<file path="src/rtl/vdp_reg_pkg.sv">
// CPU-side register map of the VDP command engine.
// Imported by the register file, the sequencer and the testbench.
package vdp_reg_pkg;

  // Coordinate widths
  localparam int X_W = 9;
  localparam int Y_W = 10;

  // Register offsets as seen on the CPU port
  typedef enum logic [3:0] {
    REG_SX_LO = 4'd0,
    REG_SX_HI = 4'd1,
    REG_SY_LO = 4'd2,
    REG_SY_HI = 4'd3,
    REG_DX_LO = 4'd4,
    REG_DX_HI = 4'd5,
    REG_DY_LO = 4'd6,
    REG_DY_HI = 4'd7,
    REG_NX_LO = 4'd8,
    REG_NX_HI = 4'd9,
    REG_NY_LO = 4'd10,
    REG_NY_HI = 4'd11,
    REG_CLR   = 4'd12,
    REG_ARG   = 4'd13,
    REG_CMD   = 4'd14
  } reg_index_e;

  // Register block handed to the sequencer
  // NX and NY use the Y width so that counts up to 1023 fit
  typedef struct packed {
    logic [X_W-1:0] sx;
    logic [Y_W-1:0] sy;
    logic [X_W-1:0] dx;
    logic [Y_W-1:0] dy;
    logic [Y_W-1:0] nx;
    logic [Y_W-1:0] ny;
    logic [7:0]     clr;
    logic           dix;
    logic           diy;
    // Opcode in 7:4, transparency in 3, logic op in 2:0
    logic [7:0]     cmd;
  } cmd_regs_t;

endpackage

</file>
<file path="src/rtl/vdp_cmd_pkg.sv">
// Command-side definitions: opcodes, logic ops, screen modes, FSM states, VRAM bundle.
// Imported by the sequencer, the pixel ALU and the top level.
package vdp_cmd_pkg;

  localparam int VRAM_ADDR_W = 17;

  // Opcodes from CMD bits 7:4, any other code acts as STOP
  typedef enum logic [3:0] {
    OP_STOP  = 4'b0000,
    OP_POINT = 4'b0100,
    OP_PSET  = 4'b0101,
    OP_LMMV  = 4'b1000,
    OP_HMMV  = 4'b1100
  } cmd_op_e;

  // Logic ops from CMD bits 2:0
  typedef enum logic [2:0] {
    LOG_IMP = 3'b000,
    LOG_AND = 3'b001,
    LOG_OR  = 3'b010,
    LOG_XOR = 3'b011,
    LOG_NOT = 3'b100
  } log_op_e;

  // G4 packs two pixels per byte, G7 one
  typedef enum logic {
    MODE_G4 = 1'b0,
    MODE_G7 = 1'b1
  } screen_mode_e;

  typedef enum logic [3:0] {
    IDLE,
    CHK_LOOP,
    PRE_RD,
    WAIT_PRE_RD,
    WR,
    WAIT_WR,
    RD,
    WAIT_RD,
    EXEC_END
  } seq_state_e;

  // Held stable while a VRAM access is outstanding
  typedef struct packed {
    logic [VRAM_ADDR_W-1:0] addr;
    logic [7:0]             wr_data;
  } vram_req_t;

endpackage

</file>
<file path="src/rtl/vdp_pixel_alu.sv">
// Pixel datapath: pick the addressed pixel, apply the logic op, merge back into the byte.
`timescale 1ns/1ps

module vdp_pixel_alu (
  input  vdp_cmd_pkg::screen_mode_e mode,
  input  vdp_cmd_pkg::log_op_e      op,
  input  logic                      transparent,
  input  logic [7:0]                src_colour,
  input  logic [7:0]                rd_byte,
  input  logic                      x_low,
  output logic [7:0]                wr_byte,
  output logic [7:0]                point
);
  import vdp_cmd_pkg::*;

  logic [7:0] col_mask;
  logic [7:0] src;
  logic [7:0] result;

  // Even X sits in the high nibble in G4
  always_comb begin
    if (mode == MODE_G4) begin
      col_mask = 8'h0f;
      point    = x_low ? {4'h0, rd_byte[3:0]} : {4'h0, rd_byte[7:4]};
    end else begin
      col_mask = 8'hff;
      point    = rd_byte;
    end
  end

  assign src = src_colour & col_mask;

  always_comb begin
    // Transparent zero keeps the old pixel
    if (transparent && (src == 8'h00)) begin
      result = point;
    end else begin
      case (op)
        LOG_IMP: result = src;
        LOG_AND: result = src & point;
        LOG_OR:  result = src | point;
        LOG_XOR: result = src ^ point;
        LOG_NOT: result = ~src;
        default: result = point;
      endcase
    end
  end

  // Other nibble of the byte passes through untouched
  always_comb begin
    if (mode == MODE_G4) begin
      wr_byte = x_low ? {rd_byte[7:4], result[3:0]} : {result[3:0], rd_byte[3:0]};
    end else begin
      wr_byte = result;
    end
  end

endmodule

</file>
<file path="src/rtl/vdp_cmd_regs.sv">
// Command register file behind the CPU toggle port.
// Pulses cmd_start on a CMD write and takes POINT results into CLR.
`timescale 1ns/1ps

module vdp_cmd_regs (
  input  logic                      clk,
  input  logic                      reset,
  input  vdp_cmd_pkg::screen_mode_e mode,
  input  logic                      reg_wr_req,
  input  vdp_reg_pkg::reg_index_e   reg_num,
  input  logic [7:0]                reg_data,
  input  logic                      clr_load_valid,
  input  logic [7:0]                clr_load_data,
  output logic                      reg_wr_ack,
  output vdp_reg_pkg::cmd_regs_t    regs,
  output logic                      cmd_start
);
  import vdp_reg_pkg::*;
  import vdp_cmd_pkg::*;

  always_ff @(posedge clk or posedge reset) begin
    if (reset) begin
      regs       <= '0;
      reg_wr_ack <= 1'b0;
      cmd_start  <= 1'b0;
    end else begin
      // Start is a single-cycle pulse
      cmd_start <= 1'b0;
      // POINT result, overridden below by a CPU write to CLR
      if (clr_load_valid) begin
        regs.clr <= clr_load_data;
      end
      // Pending request, ack on this same edge
      if (reg_wr_req != reg_wr_ack) begin
        reg_wr_ack <= ~reg_wr_ack;
        case (reg_num)
          REG_SX_LO: regs.sx[7:0]     <= reg_data;
          REG_SX_HI: regs.sx[X_W-1:8] <= reg_data[X_W-9:0];
          REG_SY_LO: regs.sy[7:0]     <= reg_data;
          REG_SY_HI: regs.sy[Y_W-1:8] <= reg_data[Y_W-9:0];
          REG_DX_LO: regs.dx[7:0]     <= reg_data;
          REG_DX_HI: regs.dx[X_W-1:8] <= reg_data[X_W-9:0];
          REG_DY_LO: regs.dy[7:0]     <= reg_data;
          REG_DY_HI: regs.dy[Y_W-1:8] <= reg_data[Y_W-9:0];
          REG_NX_LO: regs.nx[7:0]     <= reg_data;
          REG_NX_HI: regs.nx[Y_W-1:8] <= reg_data[Y_W-9:0];
          REG_NY_LO: regs.ny[7:0]     <= reg_data;
          REG_NY_HI: regs.ny[Y_W-1:8] <= reg_data[Y_W-9:0];
          // Colour trimmed to the pixel width of the mode
          REG_CLR: regs.clr <= (mode == MODE_G4) ? {4'h0, reg_data[3:0]} : reg_data;
          REG_ARG: begin
            regs.dix <= reg_data[2];
            regs.diy <= reg_data[3];
          end
          // Aborts whatever runs and restarts the sequencer
          REG_CMD: begin
            regs.cmd  <= reg_data;
            cmd_start <= 1'b1;
          end
          default: begin
          end
        endcase
      end
    end
  end

endmodule

</file>
<file path="src/rtl/vdp_cmd_seq.sv">
// Command sequencer: walks the rectangle, runs the VRAM toggle handshake, drives ce.
// Frozen while the CPU port takes a write, restarted by cmd_start.
`timescale 1ns/1ps

module vdp_cmd_seq (
  input  logic                      clk,
  input  logic                      reset,
  input  vdp_cmd_pkg::screen_mode_e mode,
  input  vdp_reg_pkg::cmd_regs_t    regs,
  input  logic                      cmd_start,
  input  logic                      stall,
  input  logic                      vram_rd_ack,
  input  logic                      vram_wr_ack,
  input  logic [7:0]                vram_rd_data,
  output logic                      vram_rd_req,
  output logic                      vram_wr_req,
  output vdp_cmd_pkg::vram_req_t    vram,
  output logic                      clr_load_valid,
  output logic [7:0]                clr_load_data,
  output logic                      ce
);
  import vdp_reg_pkg::*;
  import vdp_cmd_pkg::*;

  seq_state_e             state;
  cmd_op_e                op;
  logic                   first;
  logic [X_W:0]           dx_w;
  logic [Y_W-1:0]         dy_w;
  logic [Y_W:0]           nx_w;
  logic [Y_W:0]           ny_w;
  logic [Y_W:0]           nx_init;
  logic [Y_W:0]           ny_init;
  logic [X_W:0]           x_step;
  logic                   byte_mode;
  logic                   x_end;
  logic                   y_end;
  logic                   bus_idle;
  logic                   rd_x_low;
  logic [7:0]             merge_q;
  logic [7:0]             acc_x;
  logic [Y_W-1:0]         acc_y;
  logic [VRAM_ADDR_W-1:0] acc_addr;
  logic [7:0]             alu_wr_byte;
  logic [7:0]             alu_point;

  assign op = cmd_op_e'(regs.cmd[7:4]);
  // HMMV in G4 moves two pixels per byte
  assign byte_mode = (op == OP_HMMV) && (mode == MODE_G4);
  assign x_step = byte_mode ? {{(X_W-1){1'b0}}, 2'd2} : {{(X_W-1){1'b0}}, 2'd1};

  // Zero count means 1024
  always_comb begin
    nx_init = (regs.nx == '0) ? {1'b1, {Y_W{1'b0}}} : {1'b0, regs.nx};
    if (byte_mode) begin
      nx_init = nx_init >> 1;
    end
    ny_init = (regs.ny == '0) ? {1'b1, {Y_W{1'b0}}} : {1'b0, regs.ny};
  end

  // Bit 8 set once X steps past 255 either way
  assign x_end = (nx_w == '0) || dx_w[8];
  assign y_end = (ny_w == {{Y_W{1'b0}}, 1'b1}) || (regs.diy && (dy_w == '0));
  assign bus_idle = (vram_rd_req == vram_rd_ack) && (vram_wr_req == vram_wr_ack);

  // POINT reads at SX,SY, everything else at the working DX,DY
  assign acc_x = (op == OP_POINT) ? regs.sx[7:0] : dx_w[7:0];
  assign acc_y = (op == OP_POINT) ? regs.sy : dy_w;
  assign acc_addr = (mode == MODE_G4) ? {acc_y[9:0], acc_x[7:1]} : {acc_y[8:0], acc_x[7:0]};

  vdp_pixel_alu u_alu (
    .mode        (mode),
    .op          (log_op_e'(regs.cmd[2:0])),
    .transparent (regs.cmd[3]),
    .src_colour  (regs.clr),
    .rd_byte     (vram_rd_data),
    .x_low       (rd_x_low),
    .wr_byte     (alu_wr_byte),
    .point       (alu_point)
  );

  always_ff @(posedge clk or posedge reset) begin
    if (reset) begin
      state          <= IDLE;
      ce             <= 1'b0;
      first          <= 1'b0;
      vram_rd_req    <= 1'b0;
      vram_wr_req    <= 1'b0;
      vram           <= '0;
      clr_load_valid <= 1'b0;
      clr_load_data  <= '0;
      dx_w           <= '0;
      dy_w           <= '0;
      nx_w           <= '0;
      ny_w           <= '0;
      rd_x_low       <= 1'b0;
      merge_q        <= '0;
    end else begin
      clr_load_valid <= 1'b0;
      // New command wins over a stall so the pulse is never lost
      if (cmd_start) begin
        first <= 1'b1;
        dx_w  <= {1'b0, regs.dx};
        dy_w  <= regs.dy;
        nx_w  <= nx_init;
        ny_w  <= ny_init;
        case (op)
          OP_HMMV, OP_LMMV, OP_PSET, OP_POINT: begin
            state <= CHK_LOOP;
            ce    <= 1'b1;
          end
          default: begin
            state <= IDLE;
            ce    <= 1'b0;
          end
        endcase
      end else if (!stall) begin
        case (state)
          IDLE: ce <= 1'b0;
          CHK_LOOP: begin
            first <= 1'b0;
            if (!first && x_end && y_end) begin
              state <= EXEC_END;
            end else begin
              case (op)
                OP_HMMV:          state <= WR;
                OP_LMMV, OP_PSET: state <= PRE_RD;
                OP_POINT:         state <= RD;
                default:          state <= EXEC_END;
              endcase
            end
            // Row done, step Y and reload X
            if (!first && x_end && !y_end) begin
              dx_w <= {1'b0, regs.dx};
              nx_w <= nx_init;
              ny_w <= ny_w - 1'b1;
              dy_w <= regs.diy ? dy_w - 1'b1 : dy_w + 1'b1;
            end
          end
          // Issue states hold off until any aborted access has drained
          PRE_RD: begin
            if (bus_idle) begin
              vram.addr   <= acc_addr;
              rd_x_low    <= acc_x[0];
              vram_rd_req <= ~vram_rd_req;
              state       <= WAIT_PRE_RD;
            end
          end
          WAIT_PRE_RD: begin
            if (vram_rd_req == vram_rd_ack) begin
              merge_q <= alu_wr_byte;
              state   <= WR;
            end
          end
          WR: begin
            if (bus_idle) begin
              vram.addr    <= acc_addr;
              vram.wr_data <= (op == OP_HMMV) ? regs.clr : merge_q;
              vram_wr_req  <= ~vram_wr_req;
              state        <= WAIT_WR;
            end
          end
          WAIT_WR: begin
            if (vram_wr_req == vram_wr_ack) begin
              if (op == OP_PSET) begin
                state <= EXEC_END;
              end else begin
                dx_w  <= regs.dix ? dx_w - x_step : dx_w + x_step;
                nx_w  <= nx_w - 1'b1;
                state <= CHK_LOOP;
              end
            end
          end
          RD: begin
            if (bus_idle) begin
              vram.addr   <= acc_addr;
              rd_x_low    <= acc_x[0];
              vram_rd_req <= ~vram_rd_req;
              state       <= WAIT_RD;
            end
          end
          // POINT result goes back to CLR as ce falls
          WAIT_RD: begin
            if (vram_rd_req == vram_rd_ack) begin
              clr_load_valid <= 1'b1;
              clr_load_data  <= alu_point;
              state          <= EXEC_END;
            end
          end
          EXEC_END: begin
            ce    <= 1'b0;
            state <= IDLE;
          end
          default: begin
            ce    <= 1'b0;
            state <= IDLE;
          end
        endcase
      end
    end
  end

endmodule

</file>
<file path="src/rtl/vdp_cmd_engine.sv">
// Top of the VDP command engine, register file plus sequencer.
// The CPU register port and the VRAM toggle port are both exposed here.
`timescale 1ns/1ps

module vdp_cmd_engine (
  input  logic                              clk,
  input  logic                              reset,
  input  vdp_cmd_pkg::screen_mode_e         mode,
  input  logic                              reg_wr_req,
  input  vdp_reg_pkg::reg_index_e           reg_num,
  input  logic [7:0]                        reg_data,
  output logic                              reg_wr_ack,
  output logic                              vram_rd_req,
  output logic                              vram_wr_req,
  output logic [vdp_cmd_pkg::VRAM_ADDR_W-1:0] vram_addr,
  output logic [7:0]                        vram_wr_data,
  input  logic                              vram_rd_ack,
  input  logic                              vram_wr_ack,
  input  logic [7:0]                        vram_rd_data,
  output logic [7:0]                        clr,
  output logic                              ce
);
  import vdp_reg_pkg::*;
  import vdp_cmd_pkg::*;

  cmd_regs_t  regs;
  vram_req_t  vram;
  logic       cmd_start;
  logic       stall;
  logic       clr_load_valid;
  logic [7:0] clr_load_data;

  // CPU write pending, sequencer holds for this cycle
  assign stall = reg_wr_req != reg_wr_ack;

  vdp_cmd_regs u_regs (
    .clk            (clk),
    .reset          (reset),
    .mode           (mode),
    .reg_wr_req     (reg_wr_req),
    .reg_num        (reg_num),
    .reg_data       (reg_data),
    .clr_load_valid (clr_load_valid),
    .clr_load_data  (clr_load_data),
    .reg_wr_ack     (reg_wr_ack),
    .regs           (regs),
    .cmd_start      (cmd_start)
  );

  vdp_cmd_seq u_seq (
    .clk            (clk),
    .reset          (reset),
    .mode           (mode),
    .regs           (regs),
    .cmd_start      (cmd_start),
    .stall          (stall),
    .vram_rd_ack    (vram_rd_ack),
    .vram_wr_ack    (vram_wr_ack),
    .vram_rd_data   (vram_rd_data),
    .vram_rd_req    (vram_rd_req),
    .vram_wr_req    (vram_wr_req),
    .vram           (vram),
    .clr_load_valid (clr_load_valid),
    .clr_load_data  (clr_load_data),
    .ce             (ce)
  );

  // Flatten the request bundle onto the memory pins
  assign vram_addr    = vram.addr;
  assign vram_wr_data = vram.wr_data;
  assign clr          = regs.clr;

endmodule

</file>
<file path="config.mk">
export PLATFORM = sky130hd
export DESIGN_NAME = vdp_cmd_engine
export DESIGN_NICKNAME = d
export VERILOG_FILES = /design/src/rtl/vdp_reg_pkg.sv /design/src/rtl/vdp_cmd_pkg.sv /design/src/rtl/vdp_pixel_alu.sv /design/src/rtl/vdp_cmd_regs.sv /design/src/rtl/vdp_cmd_seq.sv /design/src/rtl/vdp_cmd_engine.sv
export SDC_FILE = /design/constraint.sdc
export NUM_CORES = 1
export LEC_CHECK = 0
export BUFFER_PORTS_ARGS = -buffer_cell sky130_fd_sc_hd__buf_2
export CORE_ASPECT_RATIO = 0.8
export CORE_MARGIN = 2
export CORE_UTILIZATION = 30
export DETAILED_ROUTE_END_ITERATION = 16
export GPL_TIMING_DRIVEN = 0
export REMOVE_ABC_BUFFERS = 1
export SLEW_MARGIN = 20
export SYNTH_ARGS = -nofsm -noshare
export SYNTH_HDL_FRONTEND = slang
export SYNTH_HIERARCHICAL = 1
export SYNTH_SLANG_ARGS = --single-unit
</file>
<file path="constraint.sdc">
create_clock -name clk -period 2.95 [get_ports clk]
set_input_delay 0 -clock clk [delete_from_list [all_inputs] [get_ports clk]]
set_output_delay 0 -clock clk [all_outputs]
set_load 0.03 [all_outputs]
</file>
# [Yosys cells after proc, flatten, opt, wreduce, memory -nomap -nowiden]
# Index checks and enable logic that the tools add are counted.
[word_totals] ff_bits=170 inputBits=26
[classes] n_addsub=6 eq_ne=45 n_mux=72 bitwise=11 n_reduce_logical=50
[ops] operator="11-bit 2-to-1 mux" count=12
[ops] operator="10-bit 2-to-1 mux" count=12
[ops] operator="8-bit 2-to-1 mux" count=11
[ops] operator="4-bit 2-to-1 mux" count=11
[ops] operator="4-bit by 3-bit equality test with 1-bit output, second input constant" count=10
[ops] operator="8-bit one-hot mux with 5 select lines" count=1
[ops] operator="4-bit equality test, second input constant" count=9
[ops] operator="17-bit 2-to-1 mux" count=2
[ops] operator="17-bit one-hot mux with 2 select lines" count=1
[ops] operator="4-bit one-hot mux with 8 select lines" count=1
[ops] operator="10-bit zero test" count=3
[ops] operator="2-bit AND reduction" count=15
[ops] operator="25-bit 2-to-1 mux" count=1
[ops] operator="11-bit one-hot mux with 2 select lines" count=1
[ops] operator="11-bit by 1-bit subtractor with 11-bit output, second input constant" count=2
[ops] operator="3-bit by 2-bit inequality test with 1-bit output, second input constant" count=7
[ops] operator="10-bit one-hot mux with 2 select lines" count=1
[ops] operator="18-bit 2-to-1 mux" count=1
[ops] operator="8-bit AND" count=2
[ops] operator="4-bit by 2-bit equality test with 1-bit output, second input constant" count=4
[ops] operator="4-bit AND reduction" count=4
[ops] operator="1-bit 2-to-1 mux" count=14
[ops] operator="4-bit one-hot mux with 3 select lines" count=1
[ops] operator="11-bit by 1-bit equality test with 1-bit output, second input constant" count=1
[ops] operator="33 further kinds" count=57

# [Logic depth before layout (Yosys ltp)]
# Gate-level depths: netlist of the first run.
[depth] word_depth=10 mapped_depth=12

# [Modules after synthesis]
# Netlist of the first run, hierarchy kept.
[by_module_without_submodules] module="vdp_cmd_seq" n_inst=1 cells_each=634 area_each_um2=5809.3
[by_module_without_submodules] module="vdp_cmd_regs" n_inst=1 cells_each=196 area_each_um2=3150.5
[by_module_without_submodules] module="vdp_pixel_alu" n_inst=1 cells_each=122 area_each_um2=908.4
[by_module_without_submodules] module="vdp_cmd_engine" n_inst=1 cells_each=1 area_each_um2=8.8

# [Least setup slack after synthesis of the first run]
# Ideal clock, no wire load.
[synth_timing] path_kind="flip-flop to flip-flop" from="register, netlist name u_regs/regs[5]" to="register u_seq.dx_w[7]" setup_ns=0.133 arrival_time_ns=2.373 required_time_ns=2.817 setup_slack_ns=0.444 stages_incl_launch_ff=13 path_buffers=0 period_less_slack_ns=2.506 cell_sequence="dfrtp_1 > nand2b_1 > nor3_1 > inv_2 > nand2_1 > inv_1 > ha_1 > nor2b_1 > o31a_1 > o211ai_1 > a21oi_1 > o311ai_0 > nand2_1"
[synth_between] elab_chain_len=10 word_cells_on_any_way=14 classes_between="2 x add/sub; 3 x eq/ne; 7 x mux; 2 x reduce/logical"
[synth_lines] item="4-bit equality test" line_no="vdp_cmd_seq.sv:49" source="assign byte_mode = (op == OP_HMMV) && (mode == MODE_G4);"
[synth_lines] item="1-bit logical AND" line_no="vdp_cmd_seq.sv:49"
[synth_lines] item="2-bit 2-to-1 mux" line_no="vdp_cmd_seq.sv:50" source="assign x_step = byte_mode ? {{(X_W-1){1'b0}}, 2'd2} : {{(X_W-1){1'b0}}, 2'd1};"
[synth_lines] item="10-bit adder or 10-bit subtractor (tied branches)" line_no="vdp_cmd_seq.sv:168" source="dx_w <= regs.dix ? dx_w - x_step : dx_w + x_step;"
[synth_lines] item="10-bit 2-to-1 mux" line_no="vdp_cmd_seq.sv:168"
[synth_lines] item="10-bit 2-to-1 mux" line_no="vdp_cmd_seq.sv:165" source="if (op == OP_PSET) begin"
[synth_lines] item="10-bit 2-to-1 mux" line_no="vdp_cmd_seq.sv:164" source="if (vram_wr_req == vram_wr_ack) begin"
[synth_lines] item="10-bit one-hot mux with 2 select lines" line_no="vdp_cmd_seq.sv:118" source="case (state)"
[synth_lines] item="10-bit 2-to-1 mux" line_no="vdp_cmd_seq.sv:117" source="end else if (!stall) begin"
[synth_lines] item="10-bit 2-to-1 mux" line_no="vdp_cmd_seq.sv:101" source="if (cmd_start) begin"
[synth_lines] item="end signal: assignment" line_no="vdp_cmd_seq.sv:103" source="dx_w <= {1'b0, regs.dx};"
[synth_lines] item="end signal: assignment" line_no="vdp_cmd_seq.sv:134" source="dx_w <= {1'b0, regs.dx};"
[synth_lines] item="end signal: assignment" line_no="vdp_cmd_seq.sv:168"
[synth_lines] item="end: declaration" line_no="vdp_cmd_seq.sv:28" source="logic [X_W:0] dx_w;"
# Parallel ways exist; a longest one is shown, timed or not. The select of a mux whose other input is x is not followed.
# A chain may end at the register's enable or synchronous reset.

# [Worst setup path after layout of the first run]
[layout_timing] from="register, netlist name u_regs/regs[5]" to="register u_seq.dx_w[8]"
[layout_between] elab_chain_len=10 word_cells_on_any_way=14 classes_between="2 x add/sub; 3 x eq/ne; 7 x mux; 2 x reduce/logical"
[layout_lines] item="4-bit equality test" line_no="vdp_cmd_seq.sv:49"
[layout_lines] item="1-bit logical AND" line_no="vdp_cmd_seq.sv:49"
[layout_lines] item="2-bit 2-to-1 mux" line_no="vdp_cmd_seq.sv:50"
[layout_lines] item="10-bit adder or 10-bit subtractor (tied branches)" line_no="vdp_cmd_seq.sv:168"
[layout_lines] item="10-bit 2-to-1 mux" line_no="vdp_cmd_seq.sv:168"
[layout_lines] item="10-bit 2-to-1 mux" line_no="vdp_cmd_seq.sv:165"
[layout_lines] item="10-bit 2-to-1 mux" line_no="vdp_cmd_seq.sv:164"
[layout_lines] item="10-bit one-hot mux with 2 select lines" line_no="vdp_cmd_seq.sv:118"
[layout_lines] item="10-bit 2-to-1 mux" line_no="vdp_cmd_seq.sv:117"
[layout_lines] item="10-bit 2-to-1 mux" line_no="vdp_cmd_seq.sv:101"
# Parallel ways exist; a longest one is shown, timed or not. The select of a mux whose other input is x is not followed.

==> results of run 1 <==
[tightest hold or removal path, cell delays in order]
cell	delay [ns]
buf_2	0.10
and2_1	0.17
mux2_2	0.16
[power groups by stage]
| stage | logic (uW) | clock network (uW) | registers, uW |
|---|---|---|---|
| 6_report | 3750 | 2110 | 3710 |
| 5_1_grt | 4160 | 2270 | 3810 |
| 4_1_cts | 3700 | 2170 | 3700 |
| 3_5_place_dp | 3600 | 0 | 3740 |
| 3_3_place_gp | 3510 | 0 | 3720 |
| 2_1_floorplan | 2550 | 0 | 3770 |
[path summary, 6_finish.rpt]
path	to	depth (start not counted)	slack [ns]	startpoint
max in group asynchronous	u_seq/dy_w[2]	4	2.17	reset
min in group asynchronous	u_seq/vram[12]	3	0.11	reset
max	u_seq/dx_w[8]	11	0.19	u_regs/regs[5]
max reg2reg	u_seq/dx_w[8]	11	0.19	u_regs/regs[5]
min reg2reg	u_seq/vram[3]	2	0.47	u_seq/vram[3]
min	u_seq/clr_load_data[4]	3	0.03	vram_rd_data[4]
[layer usage]
metal | track usage [%] | share of wire [%] | up-vias
met3 | 3.061 | 4.5 | 18
met4 | 3.385 | 0.98 | 0
met1 | 23.24 | 51 | 3688
met2 | 22.82 | 44 | 164
li1 | - | - | 3553
met5 | 0 | 0 | -
[metrics by stage]
step	total power [uW]	instance area (sq um)
floorplan	6312	9603
global placement	7224	10450
detailed placement	7343	10580
CTS	9574	11320
global route	10230	11350
finish	9572	11350
[state kept, by name, indices dropped and copies added, names as in the netlist]
register and cells:
u_seq/ny_w 11, u_seq/merge_q 8, u_seq/vram 25, u_seq/state 4
u_seq/clr_load_valid 1, u_seq/nx_w 11, u_regs/regs 75, u_seq/dy_w 10
u_seq/clr_load_data 8, u_seq/vram_rd_req 1, u_regs/cmd_start 1, u_seq/vram_wr_req 1
u_seq/ce 1, u_seq/dx_w 9, u_seq/first 1, u_seq/rd_x_low 1
u_regs/reg_wr_ack 1
[layout by cell type, fill, tap and decap left out, drive strengths merged, types with 5 or more instances in the layout]
cell type    instances
a21oi               57
mux2               117
o21a                 8
o22ai               10
o21ai               58
a211oi               8
xnor2               17
nand3b               6
nor2b                8
mux2i               52
o31ai                6
a22o                 5
xor2                 9
dfrtp              169
nand2               82
inv                 45
nand3               13
nor4                14
nor2                59
buf                 72
o31a                 5
nand4b               5
dlygate4sd3         12
nor3                23
or3                  6
ha                  35
clkbuf              19
or2                  7
and2                 6
clkinv               9
a31oi                8
nand2b              14
[cell type report]
cell class	instances	area, sq um
inverter	45	185.2
fill	3249	21060
multi-input combinational	691	5296
clock inverter	13	95.09
sequential	169	4234
tap	427	534.3
clock buffer	19	452.9
timing repair buffer	84	549.3
[timing repair]
item | in CTS | in global routing
buffers inserted | 3 | 1
hold endpoints to repair | 180 | 0
resized for setup | 9 | 8
pin swaps | 3 | 1
endpoints found under the setup margin | 54 | 35
hold buffers | 12 | 0
cloned | 1 | 0
==> results.cfg, run 1 <==
[sta]
layout_min_cycle_time_ns = 2.763
setup_viol_count_final = 0
worst_slew_pin_slew_ns = 0.9930
fin_skew_ns = 0.01057
slew_viol_final = 0
rsz0062_at_grt = yes
finalCritPeriodShare_pct = 93.66
max_freq_mhz = 361.9
setup_slack_ns = 0.1871
slew_headroom_pct = 33.80
hold_ws_ns = 0.02625
hold_viol = 0
tns_ns = 0

[global_routing]
grt.total_usage_pct = 15.48
overflow = 0
antenna_found_initial = 0
grt_pass1_vias = 7295
grt_max_degree = 67
grt_pass1_wl_mm = 41.46

[floorplan]
start_util_pct = 30.34
dieArea_sq_um = 34250
fp.coreArea_sq_um = 32410
row_count = 59
ios = 63
die_y_microns = 165.9
die_w_microns = 206.4

[clocking]
clock-root-buffer = clkbuf_16
cts_made_buffers = 17
clock_path_buffers = 2
clk_pin_slew_worst_paths_ns = 0.07
cts_tree = built
clkLatencyLatePin_ns = 0.43
cts_num_sinks = 169
cts_max_level = 4

[routing]
wl_per_cell_microns = 17.82
antenna_left = 0
avgViaCountPerCell = 5.126
firstDrtPassIters = 4
num_vias = 7423
drc = 0
totalWireLength_mm = 25.80
initialDrtViolationCount = 672

[pwr]
pwr-share-clk_pct = 22.1
pwr-share-comb_pct = 39.2
p_seq_share_pct = 38.8
p_leak_uw = 0.004973
p_int_uw = 5779
ir_drop_v = 0.0003942
switching_share_pct = 39.63
p_sw_uw = 3793
power_density_nw_per_um2 = 843.6

[worst_setup_path]
critPathLaunchType = register
slowest_stage = dfrtp_2
slowest_delay_ns = 0.45
crit_type = reg -> reg
worstPathRequired_ns = 3.24
endpoint_kind = register
worst-path-buf-inv = 1
path_cells = nand2b_2 > nor3_4 > clkinv_4 > ha_1 > fa_2 > nand2b_1 > a21oi_2 > o31ai_1 > xor2_1 > a21oi_1 > a2bb2oi_1
worstPathMaxFanout = 6
cpLargestDelayFamily = simple AND/OR/NAND/NOR gates
crit_arrival_ns = 3.05

[outcome]
status = complete, no violations

[finish]
area_growth_pct = 15.41
final_cells = 1448
fin_nets = 1071
insertedDiodeCount = 0
final_core_util_pct = 35.01
drive_gt1_share_pct = 26.25

[place]
pre_cts_slack_ns = -0.6819
port_buffers = 62
dp_hpwl_mm = 17.73
place.gp.congestion = 0.8468
placed_cells = 1399

[synthesis]
synthCells = 950
yosys_warnings = 6
synth_area_sq_um = 9832
avgSynthCellArea_sq_um = 10.35

[min_path]
min_path_type = in -> reg

[run]
cap_violations = 0
Power figures use the tool's default switching activity.
==> run 2: changes to the inputs <==
--- a/config.mk
+++ b/config.mk
@@ -7,8 +7,8 @@
 export LEC_CHECK = 0
 export BUFFER_PORTS_ARGS = -buffer_cell sky130_fd_sc_hd__buf_2
 export CORE_ASPECT_RATIO = 0.8
-export CORE_MARGIN = 2
 export CORE_UTILIZATION = 30
+export CTS_BUF_LIST = sky130_fd_sc_hd__clkbuf_4
 export DETAILED_ROUTE_END_ITERATION = 16
 export GPL_TIMING_DRIVEN = 0
 export REMOVE_ABC_BUFFERS = 1
==> run 2 against run 1 <==
Against the previous run:
- hold slack gained 0.019 ns
- sequential power hardly changed
- total power shrank 5.8%
- core utilization is 0.40 points higher
- sequential share of layout area grew 0.19 points
- cell count is 0.76% higher
- clock power shrank 26%
- first-iteration DRC count decreased by 23%
- final area decreased by 0.57%
- sequential cell count stayed put
- combinational power about the same
- largest cell class unchanged
- largest power group unchanged
==> results.cfg, run 2 (same netlist as run 1, synthesis figures left out) <==
[finish]
reg_top3 = u_regs/regs: 75 flops, u_seq/vram: 25 flops
regMostFlops = u_regs/regs
fin_nets = 1089
layout_commonest_cell = dfrtp_1
drive_gt1_share_pct = 25.31
area_growth_pct = 14.75
final_cells = 1459
insertedDiodeCount = 0
largest_reg_flops = 75
mostFrequentLayoutCells = dfrtp_1, mux2_2, nand2_1

[sta]
fin_skew_ns = 0.02518
hold_viol = 0
finalCritPeriodShare_pct = 95.64
rsz0062_at_grt = yes
worst_slew_pin_slew_ns = 0.9725
slew_headroom_pct = 35.17
layout_min_cycle_time_ns = 2.821
max_freq_mhz = 354.4
setup_slack_ns = 0.1286
hold_ws_ns = 0.04551
tns_ns = 0
slew_viol_final = 0
setup_viol_count_final = 0

[pwr]
p_sw_uw = 3667
pwr-share-comb_pct = 41.6
switching_share_pct = 40.67
pwr-share-clk_pct = 17.4
total_power_uw = 9015
power_density_nw_per_um2 = 799.1
p_int_uw = 5349
p_leak_uw = 0.004944
p_seq_share_pct = 41.0
ir_drop_v = 0.0003865

[clocking]
cts_made_buffers = 17
clkLatencyLatePin_ns = 0.59
cts_num_sinks = 169
clk_pin_slew_worst_paths_ns = 0.15
clock_path_buffers = 2
cts_max_level = 4
cts_tree = built
clock-root-buffer = clkbuf_4

[floorplan]
ios = 63
start_util_pct = 30.86
dieArea_sq_um = 33510
die_y_microns = 163.9
die_w_microns = 204.4
fp.coreArea_sq_um = 31860
row_count = 58

[place]
port_buffers = 62
placed_cells = 1392
dp_hpwl_mm = 17.37
pre_cts_slack_ns = -0.5490
place.gp.congestion = 0.8448

[global_routing]
busiest_layer = met1
met1_usage_pct = 23.65
grt_pass1_vias = 7017
grtUsageMet3_pct = 2.956
grt_pass1_wl_mm = 40.01
antenna_found_initial = 0
overflow = 0
grt.total_usage_pct = 15.48
grt_max_degree = 59
grt_use_met2_pct = 22.51

[worst_setup_path]
crit_type = reg -> reg
worst-path-buf-inv = 1
path_cells = nand2b_1 > nor3_4 > inv_4 > ha_1 > fa_1 > nand2b_1 > a21oi_2 > o31ai_1 > xor2_1 > a21oi_1 > a2bb2oi_1
critPathLaunchType = register
r2r_cells = 11
crit_cells = 11
endpoint_kind = register
worstPathRequired_ns = 3.40
worstPathMaxFanout = 10
cpLargestDelayFamily = simple AND/OR/NAND/NOR gates
crit_path_frequent_cell = nand2b_1
slowest_delay_ns = 0.48
crit_arrival_ns = 3.27
slowest_stage = dfrtp_2

[routing]
drc = 0
avgViaCountPerCell = 5.157
num_vias = 7524
wl_per_cell_microns = 17.55
totalWireLength_mm = 25.60
antenna_left = 0
firstDrtPassIters = 5
initialDrtViolationCount = 516

[min_path]
min_path_type = in -> reg
whs_path_depth = 5

[outcome]
status = complete, no violations

[run]
cap_violations = 0
-- run 2: cell types whose count changed in the layout (fill, tap and decap cells not counted), sizes merged --
| cell | change |
|---|---|
| bufinv | +4 |
| inv | +1 |
| dlygate4sd3 | +19 |
| clkinv | -4 |
| buf | -1 |
| clkinvlp | +1 |
| clkbuf | -2 |
-- run 2: timing repair --
action                                  4_1_cts  5_1_grt
endpoints found under the hold margin       261        0
hold buffers                                 31        0
pin swaps                                     3        0
cloned                                        1        0
gates resized for setup                       6        5
endpoints found under the setup margin       51        9
buffers inserted                              3        0
-- run 2: per-layer routing --
metal  vias up  share of wire, %
li1       3580                 -
met1      3755                51
met2       175                43
met3        14               5.3
met4         0              0.67
met5         -                 0
-- run 2: cell type report --
class,instances,area [sq um]
Fill cell,3184,20580
Tap cell,420,525.5
Clock buffer,17,127.6
Clock inverter,15,200.2
Inverter,45,182.7
Multi-Input combinational cell,691,5286
Timing Repair Buffer,102,728.2
Sequential cell,169,4232
-- run 2: power by group through the flow --
stage                     Sequential (uW)  Clock (uW)  Combinational (uW)
after floorplan                      3770           0                2550
after global placement               3720           0                3490
after detailed placement             3740           0                3580
after CTS                            3700        1610                3720
after global routing                 3810        1700                4130
final                                3700        1560                3750
-- run 2: path summary, 6_finish.rpt --
path	slack, ns	startpoint	to
max reg2reg	0.13	u_regs/regs[4]	u_seq/dx_w[8]
min in group asynchronous	0.58	reset	u_seq/vram[10]
max	0.13	u_regs/regs[4]	u_seq/dx_w[8]
min reg2reg	0.49	u_seq/vram[2]	u_seq/vram[2]
max in group asynchronous	1.70	reset	u_seq/ny_w[7]
min	0.05	vram_wr_ack	u_seq/state[2]
-- run 2: through the flow --
stage | util [%] | area (sq um)
after floorplan | - | 9603
after global placement | 32.77 | 10440
after detailed placement | 33.17 | 10570
after CTS | 35.38 | 11270
after global routing | 35.41 | 11280
final | 35.41 | 11280
-- run 2: worst min-delay path, cell delays in order --
cell and delay [ns]:
buf_2 0.10, xnor2_1 0.15, o21ai_1 0.18, nand2_1 0.11
o31ai_1 0.06
==> run 3: changes to the inputs <==
--- a/config.mk
+++ b/config.mk
@@ -11,6 +11,7 @@
 export CTS_BUF_LIST = sky130_fd_sc_hd__clkbuf_4
 export DETAILED_ROUTE_END_ITERATION = 16
 export GPL_TIMING_DRIVEN = 0
+export MAX_ROUTING_LAYER = met4
 export REMOVE_ABC_BUFFERS = 1
 export SLEW_MARGIN = 20
 export SYNTH_ARGS = -nofsm -noshare
==> run 3 against run 2 <==
Against the previous run:
- critical endpoint is now u_seq/dx_w[7]
- core utilization barely moved
- sequential power hardly changed
- setup slack lost 0.0097 ns
- sequential share of layout area about the same
- largest power group unchanged
- clock power is essentially flat
- maximum frequency decreased by 0.34%
- die area is the same
- global-route usage increased by 0.45 points
==> results.cfg, run 3 (same netlist as run 1, synthesis figures left out) <==
[outcome]
status = complete, no violations

[floorplan]
die_y_microns = 163.9
fp.coreArea_sq_um = 31860
row_count = 58
die_w_microns = 204.4
dieArea_sq_um = 33510
ios = 63
start_util_pct = 30.86

[finish]
area_growth_pct = 14.76
insertedDiodeCount = 0
fin_nets = 1089
mostFrequentLayoutCells = dfrtp_1, mux2_2, nand2_1
largest_reg_flops = 75
drive_gt1_share_pct = 25.41
reg_top3 = u_regs/regs: 75 flops, u_seq/vram: 25 flops
layout_commonest_cell = dfrtp_1
regMostFlops = u_regs/regs
final_cells = 1459

[routing]
antenna_left = 0
wl_per_cell_microns = 17.53
avgViaCountPerCell = 5.152
totalWireLength_mm = 25.58
drc = 0
firstDrtPassIters = 5
initialDrtViolationCount = 449
num_vias = 7517

[worst_setup_path]
path_cells = nand2b_1 > nor3_4 > inv_4 > nand2_1 > inv_1 > ha_1 > nor2b_1 > o31a_1 > o211ai_1 > a21oi_1 > o311ai_1 > nand2_1
slowest_delay_ns = 0.48
crit_path_frequent_cell = nand2_1
critPathLaunchType = register
worstPathRequired_ns = 3.43
crit_arrival_ns = 3.31
reg2reg_to = u_seq/dx_w[7]
cpLargestDelayFamily = compound AO/OA/AOI/OAI gates
worst-path-buf-inv = 2
reg2reg_from = u_regs/regs[4]
endpoint_kind = register
crit_cells = 12
worstPathMaxFanout = 10
rrSetupSlack_ns = 0.12
slowest_stage = dfrtp_2
r2r_cells = 12
crit_type = reg -> reg

[clocking]
clock_path_buffers = 2
cts_num_sinks = 169
clk_pin_slew_worst_paths_ns = 0.15
cts_max_level = 4
cts_made_buffers = 17
cts_tree = built
clock-root-buffer = clkbuf_4
clkLatencyLatePin_ns = 0.59

[global_routing]
overflow = 0
grt_pass1_vias = 7025
grt.total_usage_pct = 15.93
grt_pass1_wl_mm = 39.99
grt_max_degree = 59
antenna_found_initial = 0

[sta]
hold_viol = 0
max_freq_mhz = 353.2
layout_min_cycle_time_ns = 2.831
slew_viol_final = 0
rsz0062_at_grt = yes
worst_slew_pin_slew_ns = 0.9731
finalCritPeriodShare_pct = 95.97
slew_headroom_pct = 35.13
setup_viol_count_final = 0
setup_slack_ns = 0.1189
fin_skew_ns = 0.02414
tns_ns = 0

[place]
placed_cells = 1392
dp_hpwl_mm = 17.37
port_buffers = 62
pre_cts_slack_ns = -0.5490
place.gp.congestion = 0.8580

[min_path]
whs_path_depth = 5
min_from = vram_wr_ack
min_path_type = in -> reg
hold_end = u_seq/state[2]

[pwr]
p_leak_uw = 0.004943
pwr-share-clk_pct = 17.4
ir_drop_v = 0.0003862
p_sw_uw = 3668
switching_share_pct = 40.68
p_seq_share_pct = 41.1
power_density_nw_per_um2 = 799.0
pwr-share-comb_pct = 41.5
p_int_uw = 5348

[run]
cap_violations = 0
-- run 3: cell count changes in the layout (fill, tap and decap cells not counted) --
cell,previous run,this run
dfrtp_2,2,3
dfrtp_1,167,166
-- run 3: power groups by stage --
stage,clock [uW],sequential (uW),combinational (uW)
floorplan,0,3770,2550
global route,1700,3810,4130
global placement,0,3720,3490
finish,1570,3700,3740
CTS,1610,3700,3720
detailed placement,0,3740,3580
-- run 3: how the worst max path moves through the flow --
stage / from / to / slack (ns)
2_1_floorplan: u_regs/regs[5] / u_seq/vram[24] / -0.32
6_report: u_regs/regs[4] / u_seq/dx_w[7] / 0.12
3_3_place_gp: u_regs/regs[5] / u_seq/vram[15] / -1.73
5_1_grt: u_regs/regs[4] / u_seq/dx_w[7] / -0.02
3_5_place_dp: u_seq/nx_w[0] / u_seq/nx_w[2] / -0.55
4_1_cts: u_regs/regs[4] / u_seq/dx_w[7] / 0.05
-- run 3: layer usage --
layer / GRT usage (%) / wire length [microns]
met5: - / 0
met4: 2.714 / 165
met3: 2.956 / 1357
met2: 22.53 / 11070
met1: 23.61 / 12990
-- run 3: final cells by class --
cell class                 count  area [sq um]
multi-input combinational    691          5286
tap                          420         525.5
inverter                      45         182.7
sequential                   169          4233
clock buffer                  17         127.6
clock inverter                15         200.2
timing repair buffer         102         728.2
fill                        3183         20570
-- run 3: timing repair --
item,in CTS,in global routing
setup buffers,3,0
hold buffers,31,0
cloned,1,0
endpoints found under the setup margin,51,9
endpoints found under the hold margin,261,0
gates resized for setup,6,6
pin swaps,3,0
-- run 3: stage by stage --
stage          hold slack [ns]  total power, uW  utilization, %  cell area, sq um
5_1_grt                0.02705             9638           35.42             11280
2_1_floorplan          0.03143             6312               -              9603
6_report               0.06249             9016           35.42             11280
3_3_place_gp            0.2039             7210           32.77             10440
3_5_place_dp           0.05396             7320           33.17             10570
4_1_cts                0.01499             9024           35.38             11270
-- run 3: worst reg2reg max path, stage by stage, from the launching register on --
cell      delay, ns
dfrtp_2        0.48
nand2b_1       0.23
nor3_4         0.27
inv_4          0.11
nand2_1        0.13
inv_1          0.05
ha_1           0.25
nor2b_1        0.14
o31a_1         0.28
o211ai_1       0.25
a21oi_1        0.10
o311ai_1       0.32
nand2_1        0.09
